File: config.mk
export PLATFORM = sky130hd
export DESIGN_NAME = fp_add_sub
export DESIGN_NICKNAME = d
export VERILOG_FILES = /design/src/fp_add_pkg.sv /design/src/fp_add_sub.sv /design/src/fp_normalize_round.sv /design/src/fp_align_add.sv /design/src/fp_operand_unpack.sv
export SDC_FILE = /design/constraint.sdc
export NUM_CORES = 1
export LEC_CHECK = 0
export BUFFER_PORTS_ARGS = -buffer_cell sky130_fd_sc_hd__buf_2
export CELL_PAD_IN_SITES_DETAIL_PLACEMENT = 0
export CELL_PAD_IN_SITES_GLOBAL_PLACEMENT = 1
export CORE_AREA = 4 4 266 190
export DETAILED_ROUTE_END_ITERATION = 8
export DIE_AREA = 0 0 270 194
export PLACE_DENSITY = 0.66
export SLEW_MARGIN = 20
export SYNTH_ARGS = -nofsm -noshare
export SYNTH_HDL_FRONTEND = slang
export SYNTH_SLANG_ARGS = --single-unit
File: constraint.sdc
create_clock -name clk -period 13.8 [get_ports clk]
set_clock_uncertainty 0.1 [all_clocks]
set_input_delay 2.76 -clock clk [delete_from_list [all_inputs] [get_ports clk]]
set_output_delay 2.76 -clock clk [all_outputs]
set_load 0.005 [all_outputs]
File: src/fp_add_pkg.sv
// shared definitions for the binary32 adder
// field widths, mantissa and sum widths, tag width
// word, flag and tag types, rounding mode encoding
package fp_add_pkg;

	localparam int exp_w   = 8;
	localparam int frac_w  = 23;
	localparam int guard_w = 3;	// guard, round, sticky
	localparam int man_w   = 1 + frac_w + guard_w;	// hidden bit on top
	localparam int sum_w   = man_w + 1;	// room for the carry

	localparam logic [exp_w-1:0] exp_max = '1;

	localparam int tag_w = 6;

	typedef logic [exp_w+frac_w:0] fp_word_t;

	// invalid, div by zero, overflow, underflow, inexact
	typedef logic [4:0] fp_flags_t;

	typedef logic [tag_w-1:0] tag_t;

	// RISC-V rm field encoding
	typedef enum logic [2:0] {
		rnd_rne = 3'd0,	// nearest, ties to even
		rnd_rtz = 3'd1,
		rnd_rdn = 3'd2,	// towards -inf
		rnd_rup = 3'd3,	// towards +inf
		rnd_rmm = 3'd4	// nearest, ties away
	} rnd_mode_t;

	// canonical quiet NaN, positive with only the top fraction bit set
	localparam fp_word_t qnan_word = {1'b0, exp_max, 1'b1, {(frac_w-1){1'b0}}};

endpackage
File: src/fp_add_sub.sv
// binary32 add/subtract, one register stage
// two operand unpack lanes, align/add stage, normalise/round stage
module fp_add_sub (
	input  logic                      clk,
	input  logic                      reset,
	input  logic                      start,
	input  logic                      sub,
	input  fp_add_pkg::rnd_mode_t     rnd,
	input  fp_add_pkg::fp_word_t      in_1,
	input  fp_add_pkg::fp_word_t      in_2,
	input  fp_add_pkg::tag_t          rd,
	output logic                      valid,
	output fp_add_pkg::fp_word_t      res,
	output fp_add_pkg::fp_flags_t     exceptions,
	output fp_add_pkg::tag_t          rd_out
);

	logic                             op_sign [2];
	logic [fp_add_pkg::exp_w-1:0]     op_exp [2];
	logic [fp_add_pkg::man_w-1:0]     op_man [2];
	logic                             op_nan [2];
	logic                             op_snan [2];
	logic                             op_inf [2];
	logic                             op_zero [2];

	logic                             s_valid, s_sign;
	logic [fp_add_pkg::sum_w:0]       s_sum;
	logic [fp_add_pkg::exp_w-1:0]     s_exp;
	fp_add_pkg::rnd_mode_t            s_rnd;
	fp_add_pkg::tag_t                 s_tag;
	logic                             s_nan, s_nan_quiet, s_inf, s_inf_sign;
	logic                             s_zero_same_sign;

	// lane 0 is in_1, lane 1 is in_2
	for (genvar i = 0; i < 2; i++) begin : g_lane
		fp_operand_unpack unpack (
			.word(i == 0 ? in_1 : in_2),
			.sign(op_sign[i]),
			.exp(op_exp[i]),
			.man(op_man[i]),
			.is_nan(op_nan[i]),
			.is_snan(op_snan[i]),
			.is_inf(op_inf[i]),
			.is_zero(op_zero[i])
		);
	end

	fp_align_add align0 (
		.clk(clk), .reset(reset), .start(start), .sub(sub), .rnd(rnd), .rd(rd),
		.op_sign(op_sign), .op_exp(op_exp), .op_man(op_man),
		.op_nan(op_nan), .op_snan(op_snan), .op_inf(op_inf), .op_zero(op_zero),
		.s_valid(s_valid), .s_sum(s_sum), .s_sign(s_sign), .s_exp(s_exp),
		.s_rnd(s_rnd), .s_tag(s_tag), .s_nan(s_nan), .s_nan_quiet(s_nan_quiet),
		.s_inf(s_inf), .s_inf_sign(s_inf_sign), .s_zero_same_sign(s_zero_same_sign)
	);

	fp_normalize_round round0 (
		.s_sum(s_sum), .s_sign(s_sign), .s_exp(s_exp), .s_rnd(s_rnd),
		.s_nan(s_nan), .s_nan_quiet(s_nan_quiet), .s_inf(s_inf),
		.s_inf_sign(s_inf_sign), .s_zero_same_sign(s_zero_same_sign),
		.res(res), .exceptions(exceptions)
	);

	assign valid = s_valid;
	assign rd_out = s_tag;

endmodule

File: src/fp_normalize_round.sv
// second pipeline stage of the adder
// normalise the registered sum, round in the five modes,
// pack the binary32 result and the exception flags
module fp_normalize_round (
	input  logic [fp_add_pkg::sum_w:0]      s_sum,
	input  logic                            s_sign,
	input  logic [fp_add_pkg::exp_w-1:0]    s_exp,
	input  fp_add_pkg::rnd_mode_t           s_rnd,
	input  logic                            s_nan,
	input  logic                            s_nan_quiet,
	input  logic                            s_inf,
	input  logic                            s_inf_sign,
	input  logic                            s_zero_same_sign,
	output fp_add_pkg::fp_word_t            res,
	output fp_add_pkg::fp_flags_t           exceptions
);

	typedef logic [fp_add_pkg::exp_w-1:0] shift_t;
	typedef logic [fp_add_pkg::exp_w:0] exp_x_t;	// one spare bit for overflow

	logic [fp_add_pkg::sum_w:0]                        neg_sum;
	logic [fp_add_pkg::sum_w-1:0]                      mag;
	logic                                              shr;
	shift_t                                            lzc, shl;
	logic [fp_add_pkg::man_w-1:0]                      man_z;
	exp_x_t                                            exp_n, exp_r;
	logic [fp_add_pkg::guard_w-1:0]                    grd;
	logic                                              round_up, roverflow;
	logic [fp_add_pkg::man_w-fp_add_pkg::guard_w:0]    rounded;
	logic                                              exp_inc, calc_inf, is_zero, rsign;
	logic [fp_add_pkg::exp_w-1:0]                      exp_out;
	logic                                              nv, of, nx;

	// magnitude from the two's complement sum
	always_comb begin
		neg_sum = -s_sum;
		if (s_sum[fp_add_pkg::sum_w])
			mag = neg_sum[fp_add_pkg::sum_w-1:0];
		else
			mag = s_sum[fp_add_pkg::sum_w-1:0];
		shr = mag[fp_add_pkg::sum_w-1];	// carry out of the add
	end

	// leading zeros below the carry bit, man_w when all zero
	always_comb begin
		lzc = shift_t'(fp_add_pkg::man_w);
		for (int i = 0; i < fp_add_pkg::man_w; i++) begin
			if (mag[i])
				lzc = shift_t'(fp_add_pkg::man_w - 1 - i);
		end
	end

	always_comb begin
		shl = '0;
		if (shr) begin
			man_z = {mag[fp_add_pkg::sum_w-1:2], |mag[1:0]};	// keep sticky
			exp_n = exp_x_t'(s_exp) + exp_x_t'(1);
		end else if (lzc < s_exp) begin
			shl = lzc;
			man_z = mag[fp_add_pkg::man_w-1:0] << shl;
			exp_n = exp_x_t'(s_exp) - exp_x_t'(lzc);
		end else begin
			// can't go below exponent 1, result stays denormal
			shl = s_exp - shift_t'(1);
			man_z = mag[fp_add_pkg::man_w-1:0] << shl;
			exp_n = '0;
		end
	end

	always_comb begin
		grd = man_z[fp_add_pkg::guard_w-1:0];
		round_up = 1'b0;
		roverflow = 1'b0;	// overflow saturates to max finite
		case (s_rnd)
			fp_add_pkg::rnd_rne: round_up = grd[fp_add_pkg::guard_w-1] &&
				(grd[fp_add_pkg::guard_w-2:0] != '0 || man_z[fp_add_pkg::guard_w]);
			fp_add_pkg::rnd_rtz: roverflow = 1'b1;
			fp_add_pkg::rnd_rdn: begin
				round_up = grd != '0 && s_sign;
				roverflow = !s_sign;
			end
			fp_add_pkg::rnd_rup: begin
				round_up = grd != '0 && !s_sign;
				roverflow = s_sign;
			end
			fp_add_pkg::rnd_rmm: round_up = grd[fp_add_pkg::guard_w-1];
			default: round_up = 1'b0;
		endcase

		rounded = {1'b0, man_z[fp_add_pkg::man_w-1:fp_add_pkg::guard_w]} +
			{{(fp_add_pkg::man_w-fp_add_pkg::guard_w){1'b0}}, round_up};

		// mantissa carry, or a denormal that rounded up into the hidden bit
		exp_inc = rounded[fp_add_pkg::man_w-fp_add_pkg::guard_w] ||
			(exp_n == '0 && rounded[fp_add_pkg::man_w-fp_add_pkg::guard_w-1]);
		exp_r = exp_n + exp_x_t'(exp_inc);
		calc_inf = exp_r >= exp_x_t'(fp_add_pkg::exp_max);

		is_zero = rounded == '0;
		exp_out = is_zero ? '0 : exp_r[fp_add_pkg::exp_w-1:0];
		if (is_zero)
			rsign = s_zero_same_sign ? s_sign : (s_rnd == fp_add_pkg::rnd_rdn);
		else
			rsign = s_sign;
	end

	always_comb begin
		nv = 1'b0;
		of = 1'b0;
		nx = (calc_inf || grd != '0) && !s_inf && !s_nan;
		if (s_nan) begin
			nv = !s_nan_quiet;
			res = fp_add_pkg::qnan_word;
		end else if (!s_inf && calc_inf && roverflow) begin
			of = 1'b1;
			res = {s_sign, fp_add_pkg::exp_max[fp_add_pkg::exp_w-1:1], 1'b0,
				{fp_add_pkg::frac_w{1'b1}}};
		end else if (s_inf || calc_inf) begin
			of = calc_inf && !s_inf;
			res = {s_inf ? s_inf_sign : s_sign, fp_add_pkg::exp_max,
				{fp_add_pkg::frac_w{1'b0}}};
		end else begin
			res = {rsign, exp_out, rounded[fp_add_pkg::frac_w-1:0]};
		end
	end

	assign exceptions = {nv, 1'b0, of, 1'b0, nx};	// no dz or uf from an add

endmodule

File: src/fp_align_add.sv
// first pipeline stage of the adder
// aligns the smaller operand, does the signed mantissa add,
// forms the special case bits and registers it all with tag and valid
module fp_align_add (
	input  logic                               clk,
	input  logic                               reset,
	input  logic                               start,
	input  logic                               sub,
	input  fp_add_pkg::rnd_mode_t              rnd,
	input  fp_add_pkg::tag_t                   rd,
	input  logic                               op_sign [2],
	input  logic [fp_add_pkg::exp_w-1:0]       op_exp [2],
	input  logic [fp_add_pkg::man_w-1:0]       op_man [2],
	input  logic                               op_nan [2],
	input  logic                               op_snan [2],
	input  logic                               op_inf [2],
	input  logic                               op_zero [2],
	output logic                               s_valid,
	output logic [fp_add_pkg::sum_w:0]         s_sum,
	output logic                               s_sign,
	output logic [fp_add_pkg::exp_w-1:0]       s_exp,
	output fp_add_pkg::rnd_mode_t              s_rnd,
	output fp_add_pkg::tag_t                   s_tag,
	output logic                               s_nan,
	output logic                               s_nan_quiet,
	output logic                               s_inf,
	output logic                               s_inf_sign,
	output logic                               s_zero_same_sign
);

	logic                             sign_1, sign_2, sign_x;
	logic                             exp_ge, bad_inf;
	logic [fp_add_pkg::exp_w-1:0]     big_exp, diff;
	logic [fp_add_pkg::man_w-1:0]     shift_in, shifted, man_1, man_2;
	logic [2*fp_add_pkg::man_w-1:0]   wide;
	logic [fp_add_pkg::sum_w:0]       ext_1, ext_2, sum;

	assign sign_1 = op_sign[0];
	assign sign_2 = op_sign[1] ^ (sub & ~op_nan[1]);	// a NaN keeps its sign

	// align the smaller exponent, lost bits fold into sticky
	always_comb begin
		exp_ge = op_exp[0] >= op_exp[1];
		if (exp_ge) begin
			big_exp = op_exp[0];
			diff = op_exp[0] - op_exp[1];
			shift_in = op_man[1];
		end else begin
			big_exp = op_exp[1];
			diff = op_exp[1] - op_exp[0];
			shift_in = op_man[0];
		end
		wide = {shift_in, {fp_add_pkg::man_w{1'b0}}} >> diff;
		if (int'(diff) > fp_add_pkg::man_w)
			shifted = {{(fp_add_pkg::man_w-1){1'b0}}, |shift_in};	// all of it is sticky
		else
			shifted = {wide[2*fp_add_pkg::man_w-1:fp_add_pkg::man_w+1],
				wide[fp_add_pkg::man_w] | (|wide[fp_add_pkg::man_w-1:0])};
		man_1 = exp_ge ? op_man[0] : shifted;
		man_2 = exp_ge ? shifted : op_man[1];
	end

	// both negative: add magnitudes and mark the sign
	// otherwise negate the negative one and let the sum carry the sign
	always_comb begin
		sign_x = sign_1 & sign_2;
		ext_1 = {2'b0, man_1};
		ext_2 = {2'b0, man_2};
		if (sign_1 && !sign_2)
			ext_1 = -ext_1;
		if (sign_2 && !sign_1)
			ext_2 = -ext_2;
		sum = ext_1 + ext_2;
	end

	assign bad_inf = op_inf[0] && op_inf[1] && (sign_1 != sign_2);	// inf - inf

	always_ff @(posedge clk) begin
		if (reset)
			s_valid <= 1'b0;
		else
			s_valid <= start;
	end

	always_ff @(posedge clk) begin
		if (start) begin
			s_sum <= sum;
			s_sign <= sign_x ^ sum[fp_add_pkg::sum_w];
			s_exp <= big_exp;
			s_rnd <= rnd;
			s_tag <= rd;
			s_nan <= op_nan[0] || op_nan[1] || bad_inf;
			s_nan_quiet <= !(op_snan[0] || op_snan[1] || bad_inf);
			s_inf <= op_inf[0] || op_inf[1];
			s_inf_sign <= (op_inf[0] & sign_1) | (op_inf[1] & sign_2);
			s_zero_same_sign <= op_zero[0] && op_zero[1] && (sign_1 == sign_2);
		end
	end

endmodule

File: src/fp_operand_unpack.sv
// binary32 operand unpack
// sign, effective exponent, mantissa with hidden and guard bits
// and the NaN / signalling NaN / infinity / zero class bits
module fp_operand_unpack (
	input  fp_add_pkg::fp_word_t                word,
	output logic                                sign,
	output logic [fp_add_pkg::exp_w-1:0]        exp,
	output logic [fp_add_pkg::man_w-1:0]        man,
	output logic                                is_nan,
	output logic                                is_snan,
	output logic                                is_inf,
	output logic                                is_zero
);

	logic [fp_add_pkg::exp_w-1:0]  raw_exp;
	logic [fp_add_pkg::frac_w-1:0] frac;
	logic                          exp_ones, exp_zero, frac_zero;

	assign raw_exp = word[fp_add_pkg::frac_w +: fp_add_pkg::exp_w];
	assign frac = word[fp_add_pkg::frac_w-1:0];
	assign sign = word[fp_add_pkg::exp_w+fp_add_pkg::frac_w];

	assign exp_ones = raw_exp == fp_add_pkg::exp_max;
	assign exp_zero = raw_exp == '0;
	assign frac_zero = frac == '0;

	// denormals sit at exponent 1 with no hidden bit
	assign exp = exp_zero ? {{(fp_add_pkg::exp_w-1){1'b0}}, 1'b1} : raw_exp;
	assign man = {!exp_zero, frac, {fp_add_pkg::guard_w{1'b0}}};

	assign is_nan = exp_ones && !frac_zero;
	assign is_snan = is_nan && !frac[fp_add_pkg::frac_w-1];	// quiet bit clear
	assign is_inf = exp_ones && frac_zero;
	assign is_zero = exp_zero && frac_zero;

endmodule

Yosys cells after proc, flatten, opt, wreduce, memory -nomap -nowiden
Index checks and enable logic that the tools add are counted.
- word-level logic and storage cells: 157
- output and inout port bits: 44
- flip-flop bits (word level): 53
- input bits: 77
- bitwise gates (word level): 9
- reductions and logical operators: 56
- add/subtract/negate cells: 11
- eq/ne operators: 8
- order comparisons: 4
- shift operators: 3
- mux-type cells: 55
- operator list (cell ; count):
    27-bit two-way mux ; 6
    32-bit two-way mux ; 3
    5-bit two-way mux ; 16
    29-bit two-way mux ; 2
    27-bit negator with 29-bit output ; 2
    27-bit OR reduction ; 2
    54-bit by 8-bit >> shifter with 54-bit output ; 1
    23-bit zero test ; 2
    8-bit two-way mux ; 5
    4-bit two-way mux ; 8
    29-bit adder ; 1
    28-bit two-way mux ; 1
    28-bit negator ; 1
    27-bit by 5-bit << shifter with 27-bit output ; 1
    27-bit by 8-bit << shifter with 27-bit output ; 1
    24-bit by 1-bit adder with 25-bit output ; 1
    25-bit zero test ; 1
    1-bit logical AND ; 22
    9-bit two-way mux ; 2
    8-bit equality test, second input constant ; 2
    8-bit zero test ; 2
    8-bit subtractor ; 2
    1-bit zero test ; 13
    8-bit by 1-bit adder with 9-bit output, second input constant ; 1
    26 further kinds ; 48

Longest topological paths before layout
Gate-level depths: netlist (run 1).
- depth after elaboration: 45
- gate-level depth with buffers: 55
- depth with buffers taken out: 49

Modules after synthesis
Synthesis (run 1) repeated with hierarchy kept, for this count alone.
- cells, all modules: 2321
- area, all modules: 16753.6 sq um
- by module, submodules not included (module ; instances ; cells an instance ; seq. area each (sq um) ; area an instance (sq um)):
    fp_align_add ; 1 ; 1179 ; 1581.5 ; 9262.6
    fp_normalize_round ; 1 ; 1030 ; 0.0 ; 6725.2
    fp_operand_unpack ; 2 ; 56 ; 0.0 ; 382.9

Worst setup path after synthesis (run 1)
OpenSTA, ideal clock, no wires.
- kind: reg-to-output
- start: register align0.s_sum[0] (netlist name)
- end: output port res[17]
- required time: 10.940 ns
- path slack: 0.883 ns
- path buffers: 10
- cell stages (with the launch flop): 52
- arrival: 10.057 ns
- cells stage by stage: edfxtp_1 buf_2 inv_1 ha_1 buf_2 or4b_1 clkbuf_1 o41ai_2 xor2_1 nand3_1 o311ai_0 and3_1 buf_4 or2_2 inv_1 ha_1 nor2b_1 o21ai_0 [16 not listed] ha_1 o21a_1 o211ai_4 or4b_1 buf_2 nor3_4 a21oi_1 a21o_1 ha_1 ha_1 xnor2_1 or4_1 o31a_1 o21ai_1 nor3b_1 nand2_1 clkbuf_1 o21ai_0
- cells in the longest elaborated chain, start to end: 45
- elaborated cells between the ends (all ways): 57
- classes of those cells: 4 x add/sub; 2 x order compare; 2 x shift; 36 x mux; 13 x reduce/logical
- ends and longest elaborated chain (item ; line ; source):
    start, declared ; fp_align_add.sv:19 ; output logic [fp_add_pkg::sum_w:0] s_sum,
    start signal, assigned ; fp_align_add.sv:87 ; s_sum <= sum;
    28-bit negator ; fp_normalize_round.sv:36 ; neg_sum = -s_sum;
    28-bit two-way mux * ; fp_normalize_round.sv:37 ; if (s_sum[fp_add_pkg::sum_w])
    1-bit two-way mux ; fp_normalize_round.sv:48 ; if (mag[i])
    2-bit two-way mux (2 in series) ; fp_normalize_round.sv:48 ;
    4-bit two-way mux (8 in series) ; fp_normalize_round.sv:48 ;
    5-bit two-way mux (16 in series) ; fp_normalize_round.sv:48 ;
    5-bit by 8-bit less-than comparator with 1-bit output / 27-bit by 5-bit << shifter with 27-bit output (equally long branches) ; fp_normalize_round.sv:58, fp_normalize_round.sv:60 ;
    27-bit two-way mux ; fp_normalize_round.sv:58 ; end else if (lzc < s_exp) begin
    [6 not listed] ; - ;
    1-bit logical AND ; fp_normalize_round.sv:95 ; (exp_n == '0 && rounded[fp_add_pkg::man_w-fp_add_pkg::guard_w-1]);
    1-bit logical OR ; fp_normalize_round.sv:94 ; exp_inc = rounded[fp_add_pkg::man_w-fp_add_pkg::guard_w] ||
    9-bit by 1-bit adder with 9-bit output ; fp_normalize_round.sv:96 ; exp_r = exp_n + exp_x_t'(exp_inc);
    9-bit by 8-bit >= comparator with 1-bit output ; fp_normalize_round.sv:97 ; calc_inf = exp_r >= exp_x_t'(fp_add_pkg::exp_max);
    1-bit logical OR / 1-bit logical AND (equally long branches) ; fp_normalize_round.sv:118, fp_normalize_round.sv:114 ;
    32-bit two-way mux / 1-bit logical AND (equally long branches) ; fp_normalize_round.sv:118, fp_normalize_round.sv:114 ;
    32-bit two-way mux * ; fp_normalize_round.sv:114 ; end else if (!s_inf && calc_inf && roverflow) begin
    32-bit two-way mux * ; fp_normalize_round.sv:111 ; if (s_nan) begin
    end, declared ; fp_add_sub.sv:13 ; output fp_add_pkg::fp_word_t res,
Every way passes the cells marked *; elsewhere a longest branch is shown, timed or not.

Worst setup path after layout (run 1)
- start: register align0.s_sum[3] (netlist name)
- end: output port res[31]
- cells in the longest elaborated chain, start to end: 42
- elaborated cells between the ends (all ways): 55
- classes of those cells: 4 x add/sub; 2 x order compare; 2 x shift; 34 x mux; 13 x reduce/logical
- ends and longest elaborated chain (item ; line ; source):
    28-bit negator ; fp_normalize_round.sv:36 ;
    28-bit two-way mux * ; fp_normalize_round.sv:37 ;
    4-bit two-way mux (8 in series) ; fp_normalize_round.sv:48 ;
    5-bit two-way mux (16 in series) ; fp_normalize_round.sv:48 ;
    5-bit by 8-bit less-than comparator with 1-bit output / 27-bit by 5-bit << shifter with 27-bit output (equally long branches) ; fp_normalize_round.sv:58, fp_normalize_round.sv:60 ;
    27-bit two-way mux ; fp_normalize_round.sv:58 ;
    27-bit two-way mux ; fp_normalize_round.sv:55 ; if (shr) begin
    2-bit nonzero test ; fp_normalize_round.sv:76 ; (grd[fp_add_pkg::guard_w-2:0] != '0 || man_z[fp_add_pkg::guard_w]);
    [4 not listed] ; - ;
    1-bit logical AND ; fp_normalize_round.sv:95 ;
    1-bit logical OR ; fp_normalize_round.sv:94 ;
    9-bit by 1-bit adder with 9-bit output ; fp_normalize_round.sv:96 ;
    9-bit by 8-bit >= comparator with 1-bit output ; fp_normalize_round.sv:97 ;
    1-bit logical OR / 1-bit logical AND (equally long branches) ; fp_normalize_round.sv:118, fp_normalize_round.sv:114 ;
    32-bit two-way mux / 1-bit logical AND (equally long branches) ; fp_normalize_round.sv:118, fp_normalize_round.sv:114 ;
    32-bit two-way mux * ; fp_normalize_round.sv:114 ;
    32-bit two-way mux * ; fp_normalize_round.sv:111 ;
Marked as above.

==> impl_summary.md, run 1 <==
Power
The leakage component of the power is 6.21 nW. The maximum VDD drop is 82.5 uV. Dividing total power by cell area gives a power density of 211 mW/mm^2.

Synth
The sequential element share of the synthesized area is 11.1%. A synthesized cell averages 7.38 um^2. After technology mapping, the gate count stands at between 1,500 and 2,000. The number of distinct library cell variants in the gate-level netlist after synthesis is 121. Counting flops with an async set or reset pin after synthesis yields a share of 0%. The synthesized design contains 52 enable-type register cells.

The area of the mapped netlist is 0.0142 mm^2. By area the synthesized netlist is led by edfxtp_1, xnor2_1, nand2_1, ha_1, mux2i_1. The number of synthesis warnings is 0. The most used flip-flop cell after synthesis is edfxtp_1. The fraction of post-synthesis cell area in the top cell type by area is 11.0%. Counting flops and latches in the post-synthesis netlist gives 53. The largest total area in the synthesized netlist belongs to edfxtp_1.

Route
After detailed routing, the number of remaining DRC violations is 0. The count of antenna-violating nets left after detailed routing is 0. The number of DRC markers after the initial detailed-route iteration is 2,228. The detailed-router iteration count before antenna repair is 9.

Dividing the detail-routed via count by the number of cells gives around 6.2. In the final routed layout, each cell accounts on average for 23.9 um. For this block, the routed nets add up to 64,000 um of wire. The detailed router placed 16,600 vias in this run.

Timing
Setup violations remaining at the end of the flow were counted as 0. Of the available clock period, the critical path in the final layout requires 96.0%. The number of max-slew violations in the final report is 0. The peak clock frequency supported by timing is 75.5 MHz.

Counting I/O delays and the setup requirement, the final critical path takes 13.25 ns. Measured against its own limit, the worst slew margin works out to 26.9%. The transition at the pin with the smallest max-transition slack is roughly 1.1 ns.

The hold violation count in the final report was 0.

Clocking
The worst-case clock buffer depth is 2. The clock net in this run drives a total of 53 sinks. The buffer type at the clock tree root is clkbuf_16. Hold repair after CTS inserted 0 buffers. The clock transition time at the flip-flop clock pins of the worst setup and hold paths is 0.07 ns.

TritonCTS built the clock tree. The number of buffers inserted during clock tree synthesis is 5. The H-tree level count is 2.

Place
The final weighted congestion in routability-driven placement is 1.01. The total of buffers placed on input and output ports is ~120. The post-place instance area is 0.0160 mm^2. The HPWL after detailed placement is approximately 53,000 um.

Min path
The worst hold path belongs to the class primary input to flop. Along the worst hold path, the cell count comes to 2. In this run the most critical hold path is launched from reset. The endpoint with the worst hold slack is align0.s_valid.

Finish
0 antenna diodes ended up in the layout. The area growth from synthesis to layout is 15.7%. The net count of the finished layout is approximately 2,200. The fraction of layout instances using a drive strength above 1 is 20.3%. After filler insertion, the fill cell instance count of the layout stands at 5,066.

The design area is 0.0164 mm^2. For this run, the share of the core covered by cells in the final layout is between 30% and 40%.

Worst setup path
The type of the setup path with the least slack is flop to output pin. The worst setup path is captured at an output pin. In this run the worst path has a maximum fanout of 11.

The critical path's top delay family is compound AO/OA/AOI/OAI gates. For the worst setup path, the data required time is roughly 11 ns. The cell type of the slowest stage on the worst timing path is or4_1.

The worst endpoint data arrival time is 10.39 ns. The buffers plus inverters on the worst setup path is 6. The delay of the slowest cell on the worst path is 0.69 ns. The worst setup path is launched from a flop.

Global route
The first-pass GRT wire length is 95,900 um. The overflow left after global routing is 0. The overall track demand over capacity in global routing is 23.1%.

The number of antenna violations at the first check in global routing came to 0. The largest net degree at the start of global routing is 76. The via count of the first global-routing pass is 15,200.

Die
The number of primary I/O pins is around 120. The die height is between 150 and 200 um. The core area is ~0.048 mm^2. The initialized floorplan defines 67 standard-cell rows.

From left edge to right edge, the die measures 270 um. Once the floorplan was initialized, standard cells occupied just under 30% of the core. The floorplan die area is around 0.052 mm^2.

Run status
The run finished with clean final reports.

Run
The tool flagged a number of max-cap violations equal to 0.
[power by group]
group	total [mW]	internal (mW)	switching, mW
Clock	0.151	0.0866	0.0644
Combinational	3.00	1.11	1.89
Sequential	0.314	0.238	0.0759
[cells in the mapped netlist (19+ instances only)]
| cell | count |
|---|---|
| nand2_1 | 229 |
| nor2_1 | 144 |
| o21ai_0 | 117 |
| xnor2_1 | 100 |
| clkbuf_1 | 97 |
| a21oi_1 | 96 |
| mux2i_1 | 72 |
| nor3_1 | 70 |
| nand3_1 | 68 |
| ha_1 | 61 |
| edfxtp_1 | 52 |
| inv_1 | 50 |
| xor2_1 | 50 |
| nand4_1 | 37 |
| o31ai_1 | 36 |
| nor4_1 | 35 |
| or3_1 | 28 |
| o21ai_1 | 27 |
| a211oi_1 | 25 |
| mux4_2 | 25 |
| o211ai_1 | 24 |
| buf_2 | 23 |
| a31oi_1 | 21 |
| o21a_1 | 20 |
| or2_2 | 19 |
[sequential cells by signal, summed over array words and instances (netlist names)]
| register | count |
|---|---|
| align0.s_nan | 1 |
| align0.s_exp | 8 |
| align0.s_nan_quiet | 1 |
| align0.s_valid | 1 |
| align0.s_sign | 1 |
| align0.s_rnd | 3 |
| align0.s_tag | 6 |
| align0.s_sum | 29 |
| align0.s_inf | 1 |
| align0.s_inf_sign | 1 |
| align0.s_zero_same_sign | 1 |
[how the worst max path moves through the flow]
stage,from,end,slack (ns),cells past startpoint
floorplan,align0.s_sum[0],res[17],0.88,51
global placement,in_2[29],align0.s_sum[27],0.36,43
detailed placement,in_2[29],align0.s_sign,0.48,43
CTS,align0.s_sum[1],res[13],0.27,41
global route,align0.s_sum[8],res[31],-0.04,50
finish,align0.s_sum[3],res[31],0.55,43
[placed cells by master (no fill, tap or decap), types with 8 or more instances in the layout]
master | synthesis | routed
nand2_1 | 229 | 228
nor2_1 | 144 | 144
buf_4 | 12 | 139
buf_2 | 23 | 118
o21ai_0 | 117 | 117
xnor2_1 | 100 | 98
a21oi_1 | 96 | 94
mux2i_1 | 72 | 70
nor3_1 | 70 | 69
nand3_1 | 68 | 68
ha_1 | 61 | 61
edfxtp_1 | 52 | 52
inv_1 | 50 | 50
xor2_1 | 50 | 45
nand4_1 | 37 | 37
o31ai_1 | 36 | 36
nor4_1 | 35 | 34
or3_1 | 28 | 27
o21ai_1 | 27 | 26
mux4_2 | 25 | 25
o211ai_1 | 24 | 24
a211oi_1 | 25 | 22
a31oi_1 | 21 | 21
o21a_1 | 20 | 20
or2_2 | 19 | 19
nor2b_1 | 18 | 18
a21o_1 | 17 | 16
o221ai_1 | 15 | 15
and2_1 | 14 | 14
nand2b_1 | 14 | 14
or4_1 | 14 | 14
and3_1 | 13 | 13
a32oi_1 | 11 | 11
o41ai_1 | 11 | 11
o21bai_1 | 10 | 10
a211o_1 | 11 | 10
o22ai_1 | 9 | 9
a22oi_1 | 8 | 8
o2111ai_1 | 8 | 8
[cells by family (layout without fill, tap and decap cells)]
group,after synthesis,in the layout,synth area share [%]
xor gates and xnor gates,150,150,9.25
adders and majority gates,65,65,5.94
buffers and inverters,197,325,5.89
other,1,2,0.0264
and+or+nand+nor,763,764,27.6
AOI/OAI and AO/OA,589,589,30.3
DFF,53,53,11.1
muxes,107,107,9.88
[layout make-up]
type / instances / area, um^2 / area share, %
multi-input combinational: 1677 / 12000 / 72.7
timing repair buffer: 263 / 1750 / 10.7
sequential: 53 / 1580 / 9.62
tap: 621 / 777 / 4.73
inverter: 54 / 203 / 1.23
clock buffer: 6 / 129 / 0.784
clock inverter: 2 / 38.8 / 0.236
[stage by stage]
stage	setup WS, ns	std cells	hold slack, ns	setup TNS (ns)	power [mW]
2_1_floorplan	0.883	1926	2.73	0	2.14
3_3_place_gp	0.362	2647	2.82	0	3.14
3_5_place_dp	0.483	2647	2.82	0	3.10
4_1_cts	0.269	2655	2.49	0	3.26
5_1_grt	-0.0363	2676	2.50	-0.0363	3.67
6_report	0.554	2676	2.50	0	3.47
[what timing repair did]
| action | CTS | global route |
|---|---|---|
| endpoints found under the hold margin | 0 | 0 |
| endpoints found under the setup margin | 0 | 36 |
| gates resized for setup | 0 | 28 |
| buffers inserted | 0 | 19 |
[layer usage]
| metal | part of all wire [%] | GRT usage [%] | routed length, um |
|---|---|---|---|
| met3 | 14 | 9.43 | 8800 |
| met2 | 37 | 30.0 | 23800 |
| met1 | 48 | 35.6 | 30800 |
| met5 | 0 | 0 | 0 |
| met4 | 1.0 | 2.68 | 672 |
Note: power is estimated with default switching activity, not from simulation.
==> run 2: changes to the inputs <==
BUFFER_PORTS_ARGS = unset   (was -buffer_cell sky130_fd_sc_hd__buf_2)
DONT_BUFFER_PORTS = 1   (was unset)
PLACE_DENSITY = 0.63   (was 0.66)
==> run 2 against run 1 <==
Against the previous run: critical path depth up 4; combinational power decreased by 3%; cell count shrank 5.2%; count of clock-buffer cells in the layout unchanged; first-iteration DRC count fell by 14%; via count fell by 2.9%; setup slack got worse by 0.039 ns; sequential cell count unchanged; largest power group unchanged; highest routed layer unchanged.
==> impl_summary.md, run 2 (synthesis results as in run 1) <==
Die
The width of the chip is 270 um (unchanged). The core area is 0.0477 mm^2 (unchanged). The number of core rows was 67 (unchanged). The number of primary I/O pins came to 121 (unchanged).

The die height is 194 um (unchanged). The effective utilization at floorplan is 29.8% (unchanged). The floorplan die area is 0.0524 mm^2 (unchanged).

Route
The count of antenna-violating nets left after detailed routing is 0 (unchanged). The detail-routed net length per standard cell was 25.4 um (+6.0%). The mean number of vias per cell is 6.36 (+2.4%). The detailed-router iteration count before antenna repair is 6 (-3).

The number of DRC violations after detailed routing was 0 (unchanged). The vias after detailed routing is 16,100 (-2.9%). The total routed wirelength was 64,300 um (+0.45%).

The number of DRC markers after the initial detailed-route iteration is 1,927 (-14%).

Worst setup path
The worst endpoint data arrival time is 10.43 ns (+0.04 ns). The cell that appears most often on the critical path is ha_1. The largest fanout of any net on the critical path is 23 (+12). The nature of the critical path endpoint is an output pin. The slowest stage of the critical path belongs to the cell or4_4. The type of the setup path with the least slack is flop to output pin. The kind of launch point of the worst setup path is a flop. The critical path data required time is 10.94 ns (about the same). The delay of the slowest cell on the worst path was 0.66 ns (-0.03 ns).

Timing
Setup repair after global routing left no endpoint under its margin. The number of max-slew violations in the final report is 0 (unchanged). The transition at the pin with the smallest max-transition slack is 1.12 ns (+0.0274 ns). The setup-violating endpoint count in the final report is 0 (unchanged). The worst hold-check slack is 2.41 ns (-0.0835 ns). The setup TNS after final layout is 0 ns (unchanged). The final period utilization was 96.3% (+0.29 points). The tightest slew margin relative to the limit is 24.9% (-2.0 points). The clock period minus final worst setup slack is 13.29 ns (+0.0394 ns). The hold violation count in the final report is 0 (unchanged).

The peak clock frequency supported by timing is 75.3 MHz (-0.30%).

Place
The total half-perimeter wirelength after legalization and detailed placement was 53,200 um (+1.2%). The final weighted congestion in routability-driven placement came to 1.01 (-0.44%). The total of buffers placed on input and output ports was 0 (-100%).

The placed cell count is 2,498 (-5.6%).

Clocking
The tree is rooted in a clkbuf_16. The clock sink count is 53 (unchanged). TritonCTS built the clock tree. The H-tree level count is 2 (unchanged). The worst-case clock buffer depth is 2 (unchanged).

The number of buffers inserted during clock tree synthesis was 5 (unchanged). The clock transition time at the flip-flop clock pins of the worst setup and hold paths was 0.07 ns (about the same). The count of hold buffers inserted by post-cts repair is 0 (unchanged).

Finish
In the final layout, the registers with the most flip-flops are align0.s_sum: 29 flops, align0.s_exp: 8 flops, align0.s_tag: 6 flops. The number of nets in the finished design came to 2,057 (-6.3%). The final antenna diode count is 0 (unchanged). The flip-flop count of the largest register, all copies and words added is 29 (unchanged). The number of cells in the finished layout apart from fillers is 2,537 (-5.2%).

The most common library cell in the layout ignoring fill and taps is nand2_1. The area added between synthesis and finish is 10.5%. The register with the highest flop count is align0.s_sum.

The utilization after layout is 32.9% (-1.6 points). The fraction of layout instances using a drive strength above 1 is 14.7% (-5.6 points). The library cells used most frequently in the layout, excluding fill and tap cells, are nand2_1, nor2_1, buf_4.

Power
The cell area power density came to 215 mW/mm^2 (+2.0%). The maximum VDD drop is 77.7 uV (-5.7%). The leakage component of the power is 5.61 nW (-9.6%).

The overall power of the completed layout came to 3.38 mW (-2.6%).

Global route
The largest net degree at the start of global routing is 54 (-29%). The via count of the first global-routing pass was 14,500 (-5.0%). The overall track demand over capacity in global routing is 23.3% (+0.27 points).

The number of antenna violations at the first check in global routing is 0 (unchanged). The first-pass GRT wire length came to 95,800 um (-0.11%). The overflow left after global routing is 0 (unchanged).

Run status
The run finished with clean final reports.

Run
The reported max-cap violation count was 0 (unchanged).

Min path
The type of the worst min-delay path is primary input to flop.
## run 2: cell type report
class,count,area (um^2)
clock inverter,2,38.8
multi-input combinational,1677,12000
timing repair buffer,124,947
inverter,54,203
tap,621,777
clock buffer,6,129
fill,5018,32000
sequential,53,1580
## run 2: timing repair
action	in CTS	in global routing
setup buffers	0	30
gates resized for setup	0	36
endpoints found under the setup margin	0	37
endpoints found under the hold margin	0	0
## run 2: metrics by stage
| stage | setup slack [ns] | area, um^2 |
|---|---|---|
| 3_5_place_dp | 0.462 | 15100 |
| 3_3_place_gp | 0.261 | 15100 |
| 5_1_grt | 0.0164 | 15700 |
| 6_report | 0.515 | 15700 |
| 2_1_floorplan | 0.883 | 14200 |
| 4_1_cts | 0.0633 | 15300 |
## run 2: report_power, final
group          switching [mW]  internal, mW
Combinational            1.88          1.03
Sequential             0.0741         0.238
Clock                  0.0642        0.0866
Total                    2.02          1.35
## run 2: worst max-delay path, delay by kind of cell, from the launching register on
family,cells,cell delay [ns]
buf+inv,5,0.87
simple gates,18,3.80
fa+ha+maj,5,1.07
compound gates,17,3.32
flops,1,0.53
xor+xnor,2,0.51
## run 2: worst paths after layout
check,startpoint,slack [ns],depth (start not counted),end
min,reset,2.41,1,align0.s_valid
max,align0.s_sum[5],0.51,47,res[31]
## run 2: layer usage
layer,vias to the layer above,share of wire [%],track usage [%],routed length (um)
li1,7327,-,-,-
met1,7883,50,37.4,32500
met2,860,37,29.9,23600
met3,63,12,7.76,7480
met4,0,1.2,3.11,784
met5,-,0,0,0
==> run 3: changes to the inputs <==
ABC_AREA = 1   (was unset)
CORE_AREA = 4 4 254 182   (was 4 4 266 190)
DIE_AREA = 0 0 258 186   (was 0 0 270 194)
PLACE_DENSITY = 0.66   (was 0.63)
clock period = 17.18 ns   (was 13.8 ns; I/O delays follow)
==> run 3 against run 2 <==
Against the previous run: core utilization is 1.8 points lower; worst hold slack better by 0.65 ns; setup slack improved by 2.0 ns; sequential share of layout area increased by 1.6 points; synthesized cell count up 20%; final area fell by 14%; critical path type unchanged; count of clock-buffer cells in the layout shrank 1; critical endpoint unchanged; power is 25% lower; sequential power down 21%.
==> impl_summary.md, run 3 <==
Run status
The run finished with clean final reports.

Synth
Ranked by instance count, the synthesized netlist is headed by nand2_1, nand3_1, inv_1. Sorting the synthesized cells by area gives the leading types as nand2_1, edfxtp_1, nand3_1, o21ai_0, inv_1. The sequential element share of the synthesized area is 12.2% (+1.0 points).

The fraction of post-synthesis cell area in the top cell type by area is 19.8% (+8.8 points). For this run, the leading register cell type out of synthesis is edfxtp_1. The number of instances in the synthesized netlist is 2,318 (+20%). The number of distinct library cell variants in the gate-level netlist after synthesis is 68 (-44%). The proportion of register bits with asynchronous set or reset after synthesis is 0% (unchanged). The area of the mapped netlist is 0.0130 mm^2 (-8.5%). The number of synthesis warnings was 0 (unchanged). Among all cell types in the netlist, the one instantiated most often is nand2_1. The number of flops mapped to enable cells by yosys was 52 (unchanged).

The largest total area in the synthesized netlist belongs to nand2_1. The count of state elements after synthesis came to 53 (unchanged). The synthesized area per cell is 5.61 um^2 (-24%).

Route
The number of DRC violations after detailed routing is 0 (unchanged). The count of antenna-violating nets left after detailed routing came to 0 (unchanged). The detailed-router iteration count before antenna repair came to 6 (unchanged). The detail-routed net length per standard cell is 17.1 um (-33%). The mean number of vias per cell was 5.19 (-18%).

The vias after detailed routing is 14,700 (-8.9%). The total routed wirelength was 48,300 um (-25%). The number of DRC markers after the initial detailed-route iteration came to 1,492 (-23%).

Worst setup path
The slowest stage of the critical path belongs to the cell edfxtp_1. The type of the setup path with the least slack is flop to output pin. The worst endpoint data arrival time is 11.08 ns (+0.65 ns). The critical path data required time came to 13.64 ns (+2.70 ns). The delay of the slowest cell on the worst path was 0.99 ns (+0.33 ns). Counting stages on the worst path, the most repeated cell is nand2_1.

The largest fanout of any net on the critical path is 27 (+17%). The kind of launch point of the worst setup path is a flop. The worst setup path is captured at an output pin.

Die
The core area is 0.0435 mm^2 (-8.8%). The width of the chip is 258 um (-4.4%). The die height is 186 um (-4.1%). The effective utilization at floorplan is 29.9% (+0.12 points). The floorplan die area is 0.0480 mm^2 (-8.4%). The number of core rows was 64 (-4.5%). The number of primary I/O pins is 121 (unchanged).

Global route
The met2 global-route usage was 28.0% (-1.9 points). The overall track demand over capacity in global routing is 19.5% (-3.8 points). The overflow left after global routing is 0 (unchanged). The number of antenna violations at the first check in global routing is 0 (unchanged). The via count of the first global-routing pass was 13,400 (-7.7%).

The first-pass GRT wire length is 75,100 um (-22%). The global routing met3 resource utilization is 3.78% (-4.0 points). met1 is the most crowded layer.

The largest net degree at the start of global routing is 77 (+43%). The met1 usage is 30.6% (-6.8 points).

Clocking
The worst-case clock buffer depth came to 2 (unchanged). The number of buffers inserted during clock tree synthesis is 5 (unchanged). The count of hold buffers inserted by post-cts repair is 0 (unchanged). The post-CTS setup buffer count is 0 (unchanged). The CTS tree is built.

The tree is rooted in a clkbuf_16. The H-tree level count is 2 (unchanged). The number of gates resized after CTS is 0 (unchanged). The clock sink count was 53 (unchanged). The clock transition time at the flip-flop clock pins of the worst setup and hold paths is 0.09 ns (+0.02 ns).

Min path
The cell depth of the worst min-delay path is 1 (unchanged). The type of the worst min-delay path is primary input to flop.

Power
The maximum VDD drop was 78.6 uV (+1.1%). The leakage component of the power is 6.61 nW (+18%). The cell area power density is 188 mW/mm^2 (-13%).

Finish
The number of nets in the finished design was 2,376 (+16%). The area growth from synthesis to layout is 4.04%. The flip-flop count of the largest register, all copies and words added was 29 (unchanged). The final antenna diode count was 0 (unchanged). The register area is 0.00158 mm^2 (unchanged). The largest registers in the layout are align0.s_sum: 29 flops, align0.s_exp: 8 flops, align0.s_tag: 6 flops. The most common library cell in the layout ignoring fill and taps is nand2_1. The utilization after layout was 31.1% (-1.8 points). The area used by multi-input combinational logic was 0.00981 mm^2 (-18%). The fraction of layout instances using a drive strength above 1 is 6.00% (-8.7 points).

In the layout the commonest cells are nand2_1, nand3_1, inv_1. The count of fill cells added during filler insertion was 4,943 (-1.5%). The register with the highest flop count is align0.s_sum.

Run
The reported max-cap violation count is 0 (unchanged).

Timing
The setup TNS after final layout is 0 ns (unchanged). The number of max-slew violations in the final report came to 0 (unchanged). The setup-violating endpoint count in the final report is 0 (unchanged). The clock period minus final worst setup slack is 14.62 ns. The peak clock frequency supported by timing is 68.4 MHz. The transition at the pin with the smallest max-transition slack is 0.965 ns (-0.154 ns).

The hold violation count in the final report is 0 (unchanged). The tightest slew margin relative to the limit came to 35.1% (+10 points). In the finished design, the share of the clock period the worst path needs comes to 85.1%. Setup repair after global routing left no endpoint under its margin.

Place
The final weighted congestion in routability-driven placement came to 1.04 (+3.0%). The total of buffers placed on input and output ports was 0 (unchanged). The total half-perimeter wirelength after legalization and detailed placement is 40,200 um (-24%).
run 3: cell count changes in the layout (fill, tap and decap cells not counted), moves of 79 or more:
cell	before	now
buf_4	122	19
inv_1	49	267
nand2_1	228	687
nand3_1	68	284
o21ai_0	117	208
xnor2_1	98	19
run 3: final timing paths:
check / start / end / slack (ns)
setup / recovery: align0.s_sum[28] / res[31] / 2.56
hold / removal: reset / align0.s_valid / 3.06
run 3: stage by stage:
stage | hold WS, ns | total power, mW | setup slack (ns) | area [um^2] | instances
2_1_floorplan | 3.41 | 1.84 | 5.62 | 13000 | 2319
3_3_place_gp | 3.41 | 2.38 | 3.12 | 13400 | 2821
3_5_place_dp | 3.41 | 2.38 | 3.12 | 13400 | 2821
4_1_cts | 3.06 | 2.51 | 2.73 | 13500 | 2829
5_1_grt | 3.06 | 2.82 | 1.38 | 13500 | 2829
6_report | 3.06 | 2.54 | 2.56 | 13500 | 2829
run 3: final cells by class:
cell class | instances | share of cell area [%]
clock inverters | 3 | 0.213
flip-flops and latches | 53 | 11.7
multi-input cells | 1864 | 72.5
repair buffers | 19 | 1.05
well taps | 594 | 5.49
inverters | 291 | 8.09
clock buffers | 5 | 0.925
run 3: worst max-delay path: cells and delay by family (launching register included):
kind | cells | cell delay (ns)
AOI/OAI and AO/OA | 9 | 2.00
xor gates and xnor gates | 1 | 0.18
adders and majority gates | 4 | 0.82
buffers and inverters | 9 | 1.58
DFF | 1 | 0.99
and+or+nand+nor | 44 | 5.14
run 3: cells by family after synthesis:
kind of cell,count (synthesis),synth area share [%]
xor gates and xnor gates,109,7.52
and+or+nand+nor,1320,45.5
DFF,53,12.2
adders and majority gates,65,6.49
muxes,10,0.770
AOI/OAI and AO/OA,358,15.1
buffers and inverters,402,12.5
other,1,0.0288
run 3: layer usage:
layer	wire, um	share of wire (%)
met3	3700	7.7
met4	550	1.1
met5	0	0
met1	25400	53
met2	18600	39
run 3: report_power, final:
group	total, mW	switching, mW	internal [mW]
combinational	2.18	1.55	0.638
clock	0.115	0.0584	0.0562
sequential	0.247	0.0417	0.205
